--- src/cache_config.svh ---
// global cache geometry; tag width derives from the other widths and must stay above zero
`default_nettype none

`ifndef CACHE_CONFIG_SVH
`define CACHE_CONFIG_SVH

// byte address width
`define CACHE_ADDR_WIDTH 16

// log2 of sets and of 4-byte words per line
`define CACHE_LG_SETS 4
`define CACHE_LG_WORDS 2

// address minus index minus line offset
`define CACHE_TAG_WIDTH (`CACHE_ADDR_WIDTH - `CACHE_LG_SETS - `CACHE_LG_WORDS - 2)

// cycles from an address command to its finish pulse
`define CACHE_DMA_LATENCY 3

`endif

`default_nettype wire

--- src/cache_pkg.sv ---
// types for the two-way cache; widths come from cache_config.svh, no data words are carried
`include "cache_config.svh"

`default_nettype none

package cache_pkg;

  typedef logic [`CACHE_ADDR_WIDTH-1:0] addr_t;
  typedef logic [`CACHE_TAG_WIDTH-1:0] tag_t;
  typedef logic [`CACHE_LG_SETS-1:0] index_t;

  typedef enum logic [2:0] {
    LD,
    ST,
    TAGFL,
    AFL,
    AFLINV,
    AINV
  } cache_op_e;

  // one command per engine phase
  typedef enum logic [1:0] {
    FILL_ADDR,
    EVICT_ADDR,
    EVICT_DATA,
    FILL_DATA
  } mem_kind_e;

  typedef struct packed {
    logic valid;
    cache_op_e op;
    addr_t addr;
  } cache_req_t;

  typedef struct packed {
    logic valid;
    cache_op_e op;
    logic hit;
    addr_t addr;
  } cache_resp_t;

  typedef struct packed {
    logic valid;
    mem_kind_e kind;
    addr_t addr;
  } mem_cmd_t;

  // dirty per way, mru names the last used way
  typedef struct packed {
    logic [1:0] dirty;
    logic mru;
  } status_t;

endpackage

`default_nettype wire

--- src/cache_tag_mem.sv ---
// two-way tag store; one read per request, forced writes land in the last read set only
`include "cache_config.svh"

`timescale 1ns/1ns
`default_nettype none

module cache_tag_mem (
  input  logic              clock_i,
  input  logic              reset_i,
  input  logic              rd_en_i,
  input  cache_pkg::index_t rd_index_i,
  output cache_pkg::tag_t   tag0_o,
  output cache_pkg::tag_t   tag1_o,
  output logic              valid0_o,
  output logic              valid1_o,
  input  logic              force_we_i,
  input  logic              force_way_i,
  input  cache_pkg::tag_t   force_tag_i,
  input  logic              force_valid_i
);

  import cache_pkg::*;

  localparam int unsigned SETS = 1 << `CACHE_LG_SETS;

  tag_t tag0_mem [SETS];
  tag_t tag1_mem [SETS];
  logic [SETS-1:0] valid0_r;
  logic [SETS-1:0] valid1_r;
  index_t index_r;

  // tags need no reset, valid bits do
  always_ff @(posedge clock_i) begin
    if (rd_en_i) begin
      index_r <= rd_index_i;
      tag0_o <= tag0_mem[rd_index_i];
      tag1_o <= tag1_mem[rd_index_i];
    end else if (force_we_i) begin
      if (force_way_i) begin
        tag1_mem[index_r] <= force_tag_i;
        tag1_o <= force_tag_i;
      end else begin
        tag0_mem[index_r] <= force_tag_i;
        tag0_o <= force_tag_i;
      end
    end
  end

  always_ff @(posedge clock_i) begin
    if (reset_i) begin
      valid0_r <= '0;
      valid1_r <= '0;
      valid0_o <= 1'b0;
      valid1_o <= 1'b0;
    end else if (rd_en_i) begin
      valid0_o <= valid0_r[rd_index_i];
      valid1_o <= valid1_r[rd_index_i];
    end else if (force_we_i) begin
      // held outputs follow the write so the miss handler sees it
      if (force_way_i) begin
        valid1_r[index_r] <= force_valid_i;
        valid1_o <= force_valid_i;
      end else begin
        valid0_r[index_r] <= force_valid_i;
        valid0_o <= force_valid_i;
      end
    end
  end

endmodule

`default_nettype wire

--- src/cache_status_mem.sv ---
// dirty and mru bits per set; hit update and wipe must not collide, status_o is a snapshot at re_i
`include "cache_config.svh"

`timescale 1ns/1ns
`default_nettype none

module cache_status_mem (
  input  logic               clock_i,
  input  logic               reset_i,
  input  cache_pkg::index_t  index_i,
  input  logic               hit_upd_i,
  input  logic               hit_way_i,
  input  logic               hit_store_i,
  input  logic               re_i,
  output cache_pkg::status_t status_o,
  input  logic               wipe_i,
  input  logic               wipe_way_i
);

  import cache_pkg::*;

  localparam int unsigned SETS = 1 << `CACHE_LG_SETS;

  logic [SETS-1:0] dirty0_r;
  logic [SETS-1:0] dirty1_r;
  logic [SETS-1:0] mru_r;

  always_ff @(posedge clock_i) begin
    if (reset_i) begin
      dirty0_r <= '0;
      dirty1_r <= '0;
      mru_r <= '0;
      status_o <= '0;
    end else begin
      if (re_i) begin
        status_o.dirty <= {dirty1_r[index_i], dirty0_r[index_i]};
        status_o.mru <= mru_r[index_i];
      end
      if (hit_upd_i) begin
        mru_r[index_i] <= hit_way_i;
        // stores only ever set dirty here
        if (hit_store_i && hit_way_i) begin
          dirty1_r[index_i] <= 1'b1;
        end else if (hit_store_i) begin
          dirty0_r[index_i] <= 1'b1;
        end
      end else if (wipe_i) begin
        mru_r[index_i] <= ~wipe_way_i;
        if (wipe_way_i) begin
          dirty1_r[index_i] <= 1'b0;
        end else begin
          dirty0_r[index_i] <= 1'b0;
        end
      end
    end
  end

endmodule

`default_nettype wire

--- src/cache_miss.sv ---
// miss and flush sequencer; expects miss_i held through the whole miss and one op at a time
`include "cache_config.svh"

`timescale 1ns/1ns
`default_nettype none

module cache_miss (
  input  logic                 clock_i,
  input  logic                 reset_i,
  input  logic                 v_i,
  input  logic                 miss_i,
  input  cache_pkg::cache_op_e op_i,
  input  cache_pkg::addr_t     addr_i,
  input  cache_pkg::tag_t      tag0_i,
  input  cache_pkg::tag_t      tag1_i,
  input  logic                 valid0_i,
  input  logic                 valid1_i,
  input  logic                 tag_hit1_i,
  input  cache_pkg::status_t   status_i,
  input  logic                 dma_finished_i,
  output logic                 send_fill_req_o,
  output logic                 send_evict_req_o,
  output logic                 fill_line_o,
  output logic                 evict_line_o,
  output cache_pkg::addr_t     pass_addr_o,
  output logic                 status_re_o,
  output logic                 wipe_o,
  output logic                 tag_we_force_o,
  output logic                 chosen_set_o,
  output logic                 final_recover_o
);

  import cache_pkg::*;

  localparam int unsigned OFFSET_W = `CACHE_LG_WORDS + 2;

  typedef enum logic [2:0] {
    START,
    FLUSH_INSTR,
    FILL_REQUEST_SEND_ADDR,
    EVICT_REQUEST_SEND_ADDR,
    EVICT_REQUEST_SEND_DATA,
    FILL_REQUEST_GET_DATA,
    FINAL_RECOVER
  } miss_state_e;

  miss_state_e state_r;
  miss_state_e state_n;
  logic chosen_set_r;
  logic chosen_set_n;
  addr_t evict_addr_r;
  addr_t evict_addr_n;

  index_t index_w;
  logic tagfl_way_w;
  logic flush_op_w;
  logic fill_op_w;
  logic chosen_dirty_w;
  logic chosen_valid_w;

  assign index_w = addr_i[OFFSET_W +: `CACHE_LG_SETS];
  // lowest tag bit picks the way for a tag flush
  assign tagfl_way_w = addr_i[OFFSET_W + `CACHE_LG_SETS];
  assign flush_op_w = (op_i == TAGFL) || (op_i == AFL) || (op_i == AFLINV) || (op_i == AINV);
  assign fill_op_w = (op_i == LD) || (op_i == ST);

  assign chosen_dirty_w = chosen_set_n ? status_i.dirty[1] : status_i.dirty[0];
  assign chosen_valid_w = chosen_set_n ? valid1_i : valid0_i;

  // old line of the chosen way, taken before any forced tag write lands
  assign evict_addr_n = {(chosen_set_n ? tag1_i : tag0_i), index_w, {OFFSET_W{1'b0}}};

  assign chosen_set_o = chosen_set_n;

  always_comb begin
    state_n = state_r;
    chosen_set_n = chosen_set_r;
    send_fill_req_o = 1'b0;
    send_evict_req_o = 1'b0;
    fill_line_o = 1'b0;
    evict_line_o = 1'b0;
    pass_addr_o = addr_i;
    status_re_o = 1'b0;
    wipe_o = 1'b0;
    tag_we_force_o = 1'b0;
    final_recover_o = 1'b0;

    case (state_r)
      START: begin
        status_re_o = v_i && miss_i;
        if (v_i && miss_i && flush_op_w) begin
          state_n = FLUSH_INSTR;
        end else if (v_i && miss_i && fill_op_w) begin
          state_n = FILL_REQUEST_SEND_ADDR;
        end
      end

      FLUSH_INSTR: begin
        chosen_set_n = (op_i == TAGFL) ? tagfl_way_w : tag_hit1_i;
        tag_we_force_o = (op_i == AINV) || (op_i == AFLINV);
        wipe_o = 1'b1;
        if ((op_i != AINV) && chosen_dirty_w && chosen_valid_w) begin
          state_n = EVICT_REQUEST_SEND_ADDR;
        end else begin
          state_n = FINAL_RECOVER;
        end
      end

      // victim is the first invalid way, else the way that is not mru
      FILL_REQUEST_SEND_ADDR: begin
        chosen_set_n = valid0_i ? (valid1_i ? ~status_i.mru : 1'b1) : 1'b0;
        send_fill_req_o = 1'b1;
        tag_we_force_o = dma_finished_i;
        wipe_o = dma_finished_i;
        if (dma_finished_i && valid0_i && valid1_i && chosen_dirty_w) begin
          state_n = EVICT_REQUEST_SEND_ADDR;
        end else if (dma_finished_i) begin
          state_n = FILL_REQUEST_GET_DATA;
        end
      end

      EVICT_REQUEST_SEND_ADDR: begin
        send_evict_req_o = 1'b1;
        pass_addr_o = evict_addr_r;
        if (dma_finished_i) begin
          state_n = EVICT_REQUEST_SEND_DATA;
        end
      end

      EVICT_REQUEST_SEND_DATA: begin
        evict_line_o = 1'b1;
        pass_addr_o = evict_addr_r;
        if (dma_finished_i) begin
          state_n = flush_op_w ? FINAL_RECOVER : FILL_REQUEST_GET_DATA;
        end
      end

      FILL_REQUEST_GET_DATA: begin
        fill_line_o = 1'b1;
        if (dma_finished_i) begin
          state_n = FINAL_RECOVER;
        end
      end

      FINAL_RECOVER: begin
        final_recover_o = 1'b1;
        state_n = START;
      end

      default: begin
        state_n = START;
      end
    endcase
  end

  always_ff @(posedge clock_i) begin
    if (reset_i) begin
      state_r <= START;
      chosen_set_r <= 1'b0;
    end else begin
      state_r <= state_n;
      chosen_set_r <= chosen_set_n;
    end
  end

  // captured while the way is still being chosen
  always_ff @(posedge clock_i) begin
    if ((state_r == FLUSH_INSTR) || (state_r == FILL_REQUEST_SEND_ADDR)) begin
      evict_addr_r <= evict_addr_n;
    end
  end

endmodule

`default_nettype wire

--- src/cache_dma.sv ---
// address-only line engine; strobes must be one-hot and held until finished, data time is counted
`include "cache_config.svh"

`timescale 1ns/1ns
`default_nettype none

module cache_dma (
  input  logic                clock_i,
  input  logic                reset_i,
  input  logic                send_fill_req_i,
  input  logic                send_evict_req_i,
  input  logic                fill_line_i,
  input  logic                evict_line_i,
  input  cache_pkg::addr_t    pass_addr_i,
  output cache_pkg::mem_cmd_t mem_cmd_o,
  output logic                dma_finished_o
);

  import cache_pkg::*;

  localparam int unsigned LINE_CYCLES = 1 << `CACHE_LG_WORDS;
  localparam int unsigned MAX_CYCLES =
    (LINE_CYCLES > `CACHE_DMA_LATENCY) ? LINE_CYCLES : `CACHE_DMA_LATENCY;
  localparam int unsigned CNT_W = $clog2(MAX_CYCLES + 1);
  localparam int unsigned OFFSET_W = `CACHE_LG_WORDS + 2;

  typedef enum logic [1:0] {
    DMA_IDLE,
    DMA_BUSY,
    DMA_WAIT
  } dma_state_e;

  dma_state_e state_r;
  logic [3:0] phase_w;
  logic [3:0] phase_r;
  logic [CNT_W-1:0] cnt_r;
  logic [CNT_W-1:0] len_w;
  logic start_w;
  logic changed_w;
  mem_kind_e kind_w;

  assign phase_w = {fill_line_i, evict_line_i, send_evict_req_i, send_fill_req_i};
  assign changed_w = (phase_w != phase_r);
  // a new phase may start right out of the wait state
  assign start_w = (|phase_w) &&
                   ((state_r == DMA_IDLE) || ((state_r == DMA_WAIT) && changed_w));

  always_comb begin
    if (send_evict_req_i) begin
      kind_w = EVICT_ADDR;
    end else if (evict_line_i) begin
      kind_w = EVICT_DATA;
    end else if (fill_line_i) begin
      kind_w = FILL_DATA;
    end else begin
      kind_w = FILL_ADDR;
    end
  end

  // line phases use the line address and run one cycle per word
  assign len_w = (send_fill_req_i || send_evict_req_i) ? CNT_W'(`CACHE_DMA_LATENCY - 1)
                                                       : CNT_W'(LINE_CYCLES - 1);

  assign mem_cmd_o.valid = start_w;
  assign mem_cmd_o.kind = kind_w;
  assign mem_cmd_o.addr = (fill_line_i || evict_line_i)
                        ? {pass_addr_i[`CACHE_ADDR_WIDTH-1:OFFSET_W], {OFFSET_W{1'b0}}}
                        : pass_addr_i;

  assign dma_finished_o = (state_r == DMA_BUSY) && (cnt_r == '0);

  always_ff @(posedge clock_i) begin
    if (reset_i) begin
      state_r <= DMA_IDLE;
      phase_r <= '0;
      cnt_r <= '0;
    end else if (start_w) begin
      state_r <= DMA_BUSY;
      phase_r <= phase_w;
      cnt_r <= len_w;
    end else if (dma_finished_o) begin
      state_r <= DMA_WAIT;
    end else if (state_r == DMA_BUSY) begin
      cnt_r <= cnt_r - 1'b1;
    end else if ((state_r == DMA_WAIT) && changed_w) begin
      state_r <= DMA_IDLE;
    end
  end

endmodule

`default_nettype wire

--- src/cache_top.sv ---
// two-way cache controller; one request in flight, hits answer next cycle, no data path
`include "cache_config.svh"

`timescale 1ns/1ns
`default_nettype none

module cache_top (
  input  logic                   clock_i,
  input  logic                   reset_i,
  input  cache_pkg::cache_req_t  req_i,
  output logic                   ready_o,
  output cache_pkg::cache_resp_t resp_o,
  output cache_pkg::mem_cmd_t    mem_cmd_o
);

  import cache_pkg::*;

  localparam int unsigned OFFSET_W = `CACHE_LG_WORDS + 2;

  cache_req_t stage_r;
  logic accept_w;
  logic miss_hold_r;
  logic miss_w;
  logic miss_now_w;
  logic hit0_w;
  logic hit1_w;
  logic fill_op_w;
  tag_t stage_tag_w;
  index_t stage_index_w;

  tag_t tag0;
  tag_t tag1;
  logic valid0;
  logic valid1;
  status_t status;
  logic send_fill_req;
  logic send_evict_req;
  logic fill_line;
  logic evict_line;
  addr_t pass_addr;
  logic status_re;
  logic wipe;
  logic tag_we_force;
  logic chosen_set;
  logic final_recover;
  logic dma_finished;

  assign stage_tag_w = stage_r.addr[`CACHE_ADDR_WIDTH-1 -: `CACHE_TAG_WIDTH];
  assign stage_index_w = stage_r.addr[OFFSET_W +: `CACHE_LG_SETS];
  assign fill_op_w = (stage_r.op == LD) || (stage_r.op == ST);

  assign hit0_w = valid0 && (tag0 == stage_tag_w);
  assign hit1_w = valid1 && (tag1 == stage_tag_w);

  // flush ops that miss have nothing to do and just respond
  always_comb begin
    if (fill_op_w) begin
      miss_now_w = !(hit0_w || hit1_w);
    end else if (stage_r.op == TAGFL) begin
      miss_now_w = 1'b1;
    end else begin
      miss_now_w = hit0_w || hit1_w;
    end
  end

  // forced tag writes change the hits, so the miss is held until recovery
  assign miss_w = miss_now_w || miss_hold_r;

  assign ready_o = !stage_r.valid || !miss_w || final_recover;
  assign accept_w = ready_o && req_i.valid;

  assign resp_o.valid = stage_r.valid && (!miss_w || final_recover);
  assign resp_o.op = stage_r.op;
  assign resp_o.hit = !miss_w && (hit0_w || hit1_w);
  assign resp_o.addr = stage_r.addr;

  always_ff @(posedge clock_i) begin
    if (reset_i) begin
      stage_r.valid <= 1'b0;
      miss_hold_r <= 1'b0;
    end else begin
      if (ready_o) begin
        stage_r.valid <= req_i.valid;
      end
      if (final_recover) begin
        miss_hold_r <= 1'b0;
      end else if (stage_r.valid && miss_now_w) begin
        miss_hold_r <= 1'b1;
      end
    end
    if (accept_w) begin
      stage_r.op <= req_i.op;
      stage_r.addr <= req_i.addr;
    end
  end

  cache_tag_mem u_tag_mem (
    .clock_i       (clock_i),
    .reset_i       (reset_i),
    .rd_en_i       (accept_w),
    .rd_index_i    (req_i.addr[OFFSET_W +: `CACHE_LG_SETS]),
    .tag0_o        (tag0),
    .tag1_o        (tag1),
    .valid0_o      (valid0),
    .valid1_o      (valid1),
    .force_we_i    (tag_we_force),
    .force_way_i   (chosen_set),
    .force_tag_i   (stage_tag_w),
    .force_valid_i (fill_op_w)
  );

  // hits and completed fills both mark mru, stores also mark dirty
  cache_status_mem u_status_mem (
    .clock_i     (clock_i),
    .reset_i     (reset_i),
    .index_i     (stage_index_w),
    .hit_upd_i   (stage_r.valid && ((!miss_w && (hit0_w || hit1_w)) ||
                                    (final_recover && fill_op_w))),
    .hit_way_i   (final_recover ? chosen_set : hit1_w),
    .hit_store_i (stage_r.op == ST),
    .re_i        (status_re),
    .status_o    (status),
    .wipe_i      (wipe),
    .wipe_way_i  (chosen_set)
  );

  cache_miss u_miss (
    .clock_i          (clock_i),
    .reset_i          (reset_i),
    .v_i              (stage_r.valid),
    .miss_i           (miss_w),
    .op_i             (stage_r.op),
    .addr_i           (stage_r.addr),
    .tag0_i           (tag0),
    .tag1_i           (tag1),
    .valid0_i         (valid0),
    .valid1_i         (valid1),
    .tag_hit1_i       (hit1_w),
    .status_i         (status),
    .dma_finished_i   (dma_finished),
    .send_fill_req_o  (send_fill_req),
    .send_evict_req_o (send_evict_req),
    .fill_line_o      (fill_line),
    .evict_line_o     (evict_line),
    .pass_addr_o      (pass_addr),
    .status_re_o      (status_re),
    .wipe_o           (wipe),
    .tag_we_force_o   (tag_we_force),
    .chosen_set_o     (chosen_set),
    .final_recover_o  (final_recover)
  );

  cache_dma u_dma (
    .clock_i          (clock_i),
    .reset_i          (reset_i),
    .send_fill_req_i  (send_fill_req),
    .send_evict_req_i (send_evict_req),
    .fill_line_i      (fill_line),
    .evict_line_i     (evict_line),
    .pass_addr_i      (pass_addr),
    .mem_cmd_o        (mem_cmd_o),
    .dma_finished_o   (dma_finished)
  );

endmodule

`default_nettype wire

--- config.mk ---
export PLATFORM = sky130hd
export DESIGN_NAME = cache_top
export DESIGN_NICKNAME = d
export VERILOG_FILES = /design/src/cache_pkg.sv /design/src/cache_tag_mem.sv /design/src/cache_status_mem.sv /design/src/cache_miss.sv /design/src/cache_dma.sv /design/src/cache_top.sv
export VERILOG_INCLUDE_DIRS = /design/src /design/src/src
export SDC_FILE = /design/constraint.sdc
export NUM_CORES = 1
export LEC_CHECK = 0
export BUFFER_PORTS_ARGS = -buffer_cell sky130_fd_sc_hd__clkbuf_2
export CORE_MARGIN = 2
export CORE_UTILIZATION = 30
export CTS_BUF_LIST = sky130_fd_sc_hd__clkbuf_4
export DETAILED_ROUTE_END_ITERATION = 7
export PLACE_DENSITY = 0.46
export SLEW_MARGIN = 20
export SYNTH_ARGS = -nofsm -noshare
export SYNTH_HDL_FRONTEND = slang
export SYNTH_SLANG_ARGS = --single-unit
--- constraint.sdc ---
create_clock -name clock_i -period 3.1 [get_ports clock_i]
set_input_delay 0.155 -clock clock_i [delete_from_list [all_inputs] [get_ports clock_i]]
set_output_delay 0.155 -clock clock_i [all_outputs]
set_load 0.01 [all_outputs]
==> flow_summary.yaml, run 1 <==
run_status:
  status: "finished, final reports clean"
timing:
  setup_violations: 0
  finalHoldWorstSlack_ns: 0.0902
  slew_headroom_pct: 38.5
  drv_slew: 0
  tightest_slew_ns: 0.923
  period_share_pct: 96.7
  fmax_mhz: 334
  hold_violations: 0
  skew_ns: 0.0587
  min_period_ns: 3.00
  fin_tns_setup_ns: 0
route:
  wl_um: 48400
  viasPerCell: 5.01
  drt_first_iter_violations: 761
  ant_nets: 0
  drc: 0
  num_vias: 11200
  first_pass_iters: 5
  wl_per_cell_um: 21.6
critical_path:
  cp-start-kind: "register"
  cp.arrival_ns: 3.75
  crit_path_max_fanout: 16
  critPathRequiredTime_ns: 3.85
  end_kind: "register"
  critical_path_class: "register to register"
job:
  maxCapViolations: 0
cts:
  cts_buffers: 108
  cts_setup_buffers: 0
  clk_pin_slew_ns: 0.06
  cts_max_level: 3
  cts.sinks: 403
  cts_tree: "yes"
  clock_latency_ns: 0.86
  clk_path_buf_depth: 3
  cts_root_buf: "clkbuf_4"
power_and_ir_drop:
  internal-power_mw: 9.03
  switching_power_mw: 3.47
  pwr-share-comb_pct: 14.1
  power_frac_clock_pct: 37.1
  leakagePower_nw: 6.94
  ir_worst_vdd_mv: 0.307
  power.density_nw_per_um2: 598
  seq_power_share_pct: 48.8
  swShare_pct: 27.8
  power_mw: 12.5
finish:
  finalNetCount: 1418
  fin_cells: 2241
  final_cell_mix: "edfxtp_1, clkbuf_4, nand2_1, mux4_2, dfxtp_1"
  layout-drive-gt1-share_pct: 34.1
  areaGrowthSynthToFinish_pct: 20.0
  layout_commonest_cell: "edfxtp_1"
  fin_area_um2: 20900
place:
  hpwl_um: 31000
  place_area_um2: 19200
  io_buffers: 62
  place.gp.congestion: 0.784
  numPlacedInstances: 2013
logic_synthesis:
  synthArstFlopShare_pct: 0
  yosysSeqAreaShare_pct: 63.8
  synth.ff_latch_count: 403
  synth-edff-count: 303
  ys.flop_type: "edfxtp_1"
  synth_warnings: 0
  synth_area_um2: 17400
  syn_inst: 1181
  syn_nets: 1211
  synth_cell_type_count: 57
  syn_area_per_cell_um2: 14.7
die:
  num_rows: 88
  start_util_pct: 30.3
  die-area_um2: 60000
  die_h_um: 245
  ios: 63
  dieWidth_um: 245
  coreArea_um2: 57500
grt:
  grt_pass1_vias: 11600
  grt_pass1_wl_um: 73100
  antenna_found_initial: 3
  grt.total_usage_pct: 16.3
  grt_max_degree: 49
  grt-ovfl-total: 0
worst_hold_path:
  hold_class: "primary input to register"
registers in the layout, indices dropped and copies added, names as in the netlist, 8 cells and up, named ones only:
name,cells
u_miss.evict_addr_r,12
u_tag_mem.valid1_r,16
resp_o,19
u_tag_mem.valid0_r,16
u_tag_mem.tag1_o,8
u_tag_mem.tag0_mem,128
u_tag_mem.tag0_o,8
u_status_mem.mru_r,16
u_tag_mem.tag1_mem,128
cell families (layout without fill, tap and decap cells):
kind of cell	Yosys count	count (layout)	synth area share (%)
and+or+nand+nor	297	297	7.85
buffers and inverters	106	398	2.53
DFF	403	403	63.8
adders and majority gates	8	8	0.575
AOI/OAI and AO/OA	183	183	7.13
other	0	3	0
xor gates and xnor gates	20	20	1.01
muxes	164	164	17.1
stage by stage:
stage | setup slack (ns) | utilization, %
finish | 0.104 | 36.3
global route | -0.00930 | 36.3
detailed placement | 0.172 | 33.4
floorplan | -0.0871 | -
CTS | 0.000804 | 36.3
global placement | 0.214 | 33.4
routing by layer:
metal	share of wire, %	up-vias	GRT usage, %
li1	-	5107	-
met1	44	5741	20.9
met2	48	285	26.8
met3	4.7	82	3.46
met4	2.5	2	6.58
met5	0.033	-	0
power by group through the flow:
stage                     Clock (mW)  Sequential, mW  Combinational (mW)
after global routing            5.08            6.11                1.92
after global placement             0            6.21                1.75
after CTS                       4.82            6.09                1.78
final                           4.64            6.10                1.77
after floorplan                    0            6.21                1.10
after detailed placement           0            6.21                1.74
worst max-delay path, cell delays in order (launching register included):
cell      delay [ns]
edfxtp_1        0.51
xnor2_1         0.25
nand3_1         0.11
or4_4           0.57
a21o_1          0.30
o211a_1         0.26
or4_1           0.48
buf_4           0.23
o21ai_0         0.17
path summary, 6_finish.rpt:
check | start | to | slack [ns] | depth (start not counted)
max | resp_o[12] | u_status_mem.mru_r[1] | 0.10 | 8
min | req_i[10] | resp_o[10] | 0.09 | 2
max reg2reg | resp_o[12] | u_status_mem.mru_r[1] | 0.10 | 8
min reg2reg | register | register | 0.45 | 2
repair_timing:
action	4_1_cts	5_1_grt
gates resized for setup	5	7
hold buffers	30	0
gates cloned	0	0
endpoints found under the hold margin	43	0
setup endpoints to repair	19	15
cell usage after synthesis (8+ instances only):
library cell,number,area (um2)
o31ai_1,23,173
o211ai_1,15,113
inv_1,16,60.1
nor3_1,12,60.1
buf_1,13,48.8
xnor2_1,18,158
a211oi_1,39,293
nand3_1,12,60.1
nor2_1,66,248
o21ai_0,27,135
nand2_1,128,480
mux4_2,105,2360
ha_1,8,100
nor2b_1,8,50.1
mux2i_1,39,390
o21ai_2,9,78.8
clkbuf_1,63,236
mux2_2,20,225
nand4_1,37,231
dfxtp_1,100,2000
edfxtp_1,303,9100
a21oi_1,44,220
final cells by class:
type	instances	area [um2]
timing repair buffer	187	1410
multi-input combinational	672	5990
inverter	16	60.1
clock buffer	159	1190
fill	5602	36600
sequential	403	11100
tap	765	957
clock inverter	36	169
antenna	3	7.51
No activity file was read; power rests on OpenSTA's default activity.
==> run 2: changes to the inputs <==
--- a/config.mk
+++ b/config.mk
@@ -11,8 +11,7 @@
 export CORE_UTILIZATION = 30
 export CTS_BUF_LIST = sky130_fd_sc_hd__clkbuf_4
 export DETAILED_ROUTE_END_ITERATION = 7
-export PLACE_DENSITY = 0.46
-export SLEW_MARGIN = 20
+export PLACE_DENSITY = 0.45
 export SYNTH_ARGS = -nofsm -noshare
 export SYNTH_HDL_FRONTEND = slang
 export SYNTH_SLANG_ARGS = --single-unit
==> constraint.sdc (replaced) <==
create_clock -name clock_i -period 3.2 [get_ports clock_i]
set_input_delay 0.16 -clock clock_i [delete_from_list [all_inputs] [get_ports clock_i]]
set_output_delay 0.16 -clock clock_i [all_outputs]
set_load 0.01 [all_outputs]
==> flow_summary.yaml, run 2 (synthesized netlist as in run 1, its figures left out) <==
finish:
  layout-drive-gt1-share_pct: 32.0
  finalNetCount: 1415
  fin_cells: 2238
  layout_commonest_cell: "edfxtp_1"
  nFillCells: 5555
  final_cell_mix: "edfxtp_1, clkbuf_4, nand2_1, mux4_2, dfxtp_1"
  areaGrowthSynthToFinish_pct: 19.8
timing:
  final.setup.worst_slack_ns: 0.121
  period_share_pct: 96.2
  fmax_mhz: 325
  skew_ns: 0.0720
  tightest_slew_ns: 0.841
  drv_slew: 0
  slew_headroom_pct: 43.8
  min_period_ns: 3.08
  setup_violations: 0
  hold_violations: 0
  fin_tns_setup_ns: 0
place:
  numPlacedInstances: 2001
  place.gp.congestion: 0.799
  hpwl_um: 32800
  io_buffers: 62
  pre_cts_slack_ns: 0.146
critical_path:
  crit_buf_inv: 2
  cp.arrival_ns: 3.81
  cp_slowest_stage_delay_ns: 0.54
  path_common_cell: "buf_4"
  critical_path_class: "register to register"
  reg2reg_from: "resp_o[15]"
  crit_slowest_cell: "or4_4"
  startpoint: "resp_o[15]"
  crit_path_max_fanout: 17
  end_kind: "register"
  cpLargestDelayFamily: "simple AND/OR/NAND/NOR gates"
  critPathRequiredTime_ns: 3.93
  cp-start-kind: "register"
  path_cells: "xnor2_2 > nand4_1 > or4_4 > a21o_1 > buf_4 > o211a_1 > or4_1 > buf_4 > o21ai_0"
cts:
  cts_tree: "yes"
  clk_pin_slew_ns: 0.07
  cts_max_level: 3
  cts_root_buf: "clkbuf_4"
  clk_path_buf_depth: 3
  cts.sinks: 403
  clock_latency_ns: 0.86
  cts_buffers: 107
power_and_ir_drop:
  ir_worst_vdd_mv: 0.186
  leakagePower_nw: 6.92
  power_mw: 12.1
  power.density_nw_per_um2: 580
grt:
  grt_pass1_vias: 11600
  grt_pass1_wl_um: 74400
  antenna_found_initial: 1
  grt.total_usage_pct: 16.8
  grt_max_degree: 68
  grt-ovfl-total: 0
route:
  ant_nets: 0
  num_vias: 11200
  wl_um: 49800
  drc: 0
  viasPerCell: 4.99
  first_pass_iters: 5
  wl_per_cell_um: 22.2
  drt_first_iter_violations: 698
die:
  ios: 63
  start_util_pct: 30.3
  coreArea_um2: 57500
  dieWidth_um: 245
  die-area_um2: 60000
  die_h_um: 245
  num_rows: 88
job:
  maxCapViolations: 0
worst_hold_path:
  hold_class: "primary input to register"
  min_from: "req_i[7]"
run_status:
  status: "finished, final reports clean"
-- run 2: changes by cell type in the layout (fill, tap and decap cells not counted), sizes merged --
cell         before  now
clkinv           33   42
clkbuf          219  206
buf              97   93
diode             3    4
dlygate4sd3      30   33
bufinv            0    1
-- run 2: through the flow --
| stage | utilization [%] | hold WS, ns | instance area (um2) |
|---|---|---|---|
| global route | 36.3 | 0.0216 | 20800 |
| CTS | 36.1 | 0.00194 | 20700 |
| global placement | 33.1 | 0.339 | 19000 |
| detailed placement | 33.1 | 0.339 | 19000 |
| floorplan | - | 0.259 | 17400 |
| finish | 36.3 | 0.0725 | 20800 |
-- run 2: final cells by class --
type,count,area (um2),area share (%)
antenna,4,10.0,0.0480
sequential,403,11100,53.3
tap,765,957,4.59
timing repair buffer,185,1400,6.73
inverter,16,60.1,0.288
clock buffer,147,1100,5.29
multi-input combinational,672,5980,28.7
clock inverter,46,226,1.09
-- run 2: final timing paths --
kind | endpoint | slack [ns] | cells after the start
max | u_status_mem.mru_r[15] | 0.12 | 9
min | resp_o[7] | 0.07 | 1
max reg2reg | u_status_mem.mru_r[15] | 0.12 | 9
min reg2reg | register | 0.46 | 2
-- run 2: repair_timing --
item / CTS / global route
buffers inserted: 2 / 6
hold buffers: 33 / 0
pin swaps: 0 / 10
gates cloned: 0 / 0
hold endpoints to repair: 33 / 0
endpoints found under the setup margin: 2 / 11
resized for setup: 3 / 12
-- run 2: layer usage --
| layer | part of all wire (%) | up-vias | track usage [%] |
|---|---|---|---|
| li1 | - | 5079 | - |
| met5 | 0 | - | 0 |
| met2 | 48 | 324 | 27.6 |
| met4 | 2.7 | 0 | 6.80 |
| met3 | 5.3 | 81 | 3.25 |
| met1 | 44 | 5673 | 21.9 |
-- run 2: power by group --
part	internal (mW)	leakage, nW	switching [mW]
logic	0.692	2.58	1.08
registers	5.80	3.56	0.0978
clock network	2.22	0.787	2.20
total	8.71	6.92	3.38
==> run 3: changes to the inputs <==
--- a/config.mk
+++ b/config.mk
@@ -6,6 +6,7 @@
 export SDC_FILE = /design/constraint.sdc
 export NUM_CORES = 1
 export LEC_CHECK = 0
+export ABC_AREA = 1
 export BUFFER_PORTS_ARGS = -buffer_cell sky130_fd_sc_hd__clkbuf_2
 export CORE_MARGIN = 2
 export CORE_UTILIZATION = 30
==> flow_summary.yaml, run 3 <==
run_status:
  status: "finished, final reports clean"
finish:
  layout-drive-gt1-share_pct: 17.6
  fin_cells: 2748
  areaGrowthSynthToFinish_pct: 17.6
  final_core_util_pct: 35.6
  finalNetCount: 1911
  fin_area_um2: 20900
  layout_commonest_cell: "edfxtp_1"
  final_cell_mix: "edfxtp_1, o21ai_0, nand2_1, inv_1, a21oi_1"
  nFillCells: 6006
cts:
  clk_pin_slew_ns: 0.06
  cts_buffers: 110
  cts_max_level: 3
  cts_setup_buffers: 0
  cts_root_buf: "clkbuf_4"
  clock_latency_ns: 0.87
  cts.sinks: 403
  clk_path_buf_depth: 3
  cts_tree: "yes"
timing:
  tightest_slew_ns: 0.901
  fin_tns_setup_ns: 0
  period_share_pct: 92.2
  skew_ns: 0.0760
  slew_headroom_pct: 39.6
  setup_violations: 0
  drv_slew: 0
  grt_setup_unrepaired: "no"
  hold_violations: 0
  fmax_mhz: 339
  final.setup.worst_slack_ns: 0.251
  finalHoldWorstSlack_ns: 0.0846
  min_period_ns: 2.95
logic_synthesis:
  yosysSeqAreaShare_pct: 62.4
  synthArstFlopShare_pct: 0
  synth.ff_latch_count: 403
  yosys.area.top_type: "edfxtp_1"
  synth-edff-count: 303
  ys_top_cells_by_area: "edfxtp_1, dfxtp_1, o21ai_0, a21oi_1, nand2_1"
  yosysTopAreaCellShare_pct: 51.1
  ys.flop_type: "edfxtp_1"
  synth.most_common_cell: "edfxtp_1"
  syn_area_per_cell_um2: 10.4
  synth_area_um2: 17800
  synth_common_cells: "edfxtp_1, o21ai_0, nand2_1"
  synth_cell_type_count: 43
  synth_warnings: 0
  syn_inst: 1717
  syn_nets: 1747
die:
  start_util_pct: 30.3
  ios: 63
  num_rows: 89
  coreArea_um2: 58800
  dieWidth_um: 248
  die-area_um2: 61300
  die_h_um: 248
critical_path:
  path_depth: 5
  cpLargestDelayFamily: "simple AND/OR/NAND/NOR gates"
  r2r-end: "u_tag_mem.tag1_mem[7][4]"
  critical_path_class: "register to output pin"
  worstSetupEndpoint: "mem_cmd_o[14]"
  crit_slowest_cell: "dfxtp_1"
  critPathRequiredTime_ns: 3.04
  startpoint: "u_miss.state_r[1]"
  reg2reg_from: "resp_o[13]"
  reg2reg_depth: 16
  crit_buf_inv: 1
  path_cells: "nor2_1 > nand2_1 > nand2_2 > o21ai_0 > clkbuf_2"
  ff2ff_setup_slack_ns: 0.37
  cp_slowest_stage_delay_ns: 0.51
  cp-start-kind: "register"
  crit_path_max_fanout: 21
  end_kind: "output pin"
  cp.arrival_ns: 2.79
route:
  first_pass_iters: 8
  wl_um: 54200
  num_vias: 13400
  ant_nets: 0
  drc: 0
  viasPerCell: 4.88
  drt_first_iter_violations: 1032
  wl_per_cell_um: 19.7
power_and_ir_drop:
  power_mw: 12.7
  seq_power_share_pct: 47.4
  power_frac_clock_pct: 37.2
  power.density_nw_per_um2: 605
  switching_power_mw: 3.73
  ir_worst_vdd_mv: 0.207
  swShare_pct: 29.5
  pwr-share-comb_pct: 15.4
  internal-power_mw: 8.94
  leakagePower_nw: 8.10
grt:
  grt.total_usage_pct: 17.8
  grt_pass1_vias: 13100
  antenna_found_initial: 4
  grt_max_degree: 73
  grt-ovfl-total: 0
  grt_pass1_wl_um: 81300
worst_hold_path:
  hold_class: "primary input to register"
place:
  numPlacedInstances: 2513
  io_buffers: 62
  place.gp.congestion: 0.833
  hpwl_um: 34400
  place_area_um2: 19200
  pre_cts_slack_ns: 0.442
job:
  maxCapViolations: 0
[run 3: cell types whose count changed in the layout (fill, tap and decap cells not counted), sizes merged, moves of 34 or more]
| cell | change |
|---|---|
| mux4 | -105 |
| nand2 | +73 |
| nand3 | +91 |
| o21ai | +202 |
| a211oi | -34 |
| a21oi | +129 |
| inv | +189 |
[run 3: layer usage]
metal | share of wire, % | track usage (%) | vias up
met5 | 0.048 | 0 | -
met4 | 2.2 | 6.25 | 4
met3 | 5.9 | 3.63 | 81
met2 | 46 | 28.2 | 398
met1 | 46 | 24.1 | 6471
li1 | - | - | 6466
[run 3: area by class of cell]
type	instances	area [um2]	share of cell area, %
sequential	403	11100	53.1
multi-input combinational	1005	5470	26.1
clock buffer	171	1280	6.14
timing repair buffer	152	1160	5.53
tap	773	967	4.62
inverter	209	785	3.75
clock inverter	33	160	0.765
antenna	2	5.00	0.0239
[run 3: power by group through the flow]
| stage | registers, mW | clock network (mW) | logic, mW |
|---|---|---|---|
| after floorplan | 6.10 | 0 | 1.18 |
| after global placement | 6.11 | 0 | 1.94 |
| after detailed placement | 6.11 | 0 | 1.94 |
| after CTS | 6.00 | 4.88 | 1.97 |
| after global routing | 6.02 | 5.17 | 2.15 |
| final | 6.00 | 4.72 | 1.95 |
[run 3: cell families after synthesis]
family	Yosys count	share of synthesized area, %
flip-flops	403	62.4
adder cells (fa/ha/maj)	8	0.563
AO/OA/AOI/OAI	482	14.4
multiplexers	67	3.79
AND/OR/NAND/NOR	440	11.5
XOR/XNOR	8	0.394
buffers and inverters	309	6.91
[run 3: timing repair]
action / in CTS / in global routing
endpoints found under the setup margin: 5 / 0
hold buffers: 29 / 0
hold endpoints to repair: 71 / 0
gates resized for setup: 1 / 0
[run 3: worst min-delay path by stage]
stage / start / to / slack (ns) / depth (start not counted)
4_1_cts: req_i[9] / resp_o[9] / 0.01 / 2
2_1_floorplan: req_i[0] / resp_o[0] / 0.26 / 0
3_3_place_gp: req_i[2] / resp_o[2] / 0.34 / 1
6_report: req_i[15] / resp_o[15] / 0.08 / 2
3_5_place_dp: req_i[17] / resp_o[18] / 0.34 / 1
5_1_grt: req_i[15] / resp_o[15] / 0.05 / 2
[run 3: worst reg2reg max path, cell delays in order (launching register included)]
cell and delay [ns]:
edfxtp_1 0.52, inv_1 0.13, nand2_1 0.05, nand2_1 0.05, inv_1 0.04, nand3_1 0.05, nor2_1 0.04, nand2_1 0.10
nand2_1 0.08, nand2_2 0.13, nand2_1 0.08, inv_1 0.10, nand3_1 0.12, nand2_1 0.13, buf_12 0.23, nand4_1 0.26
inv_1 0.32
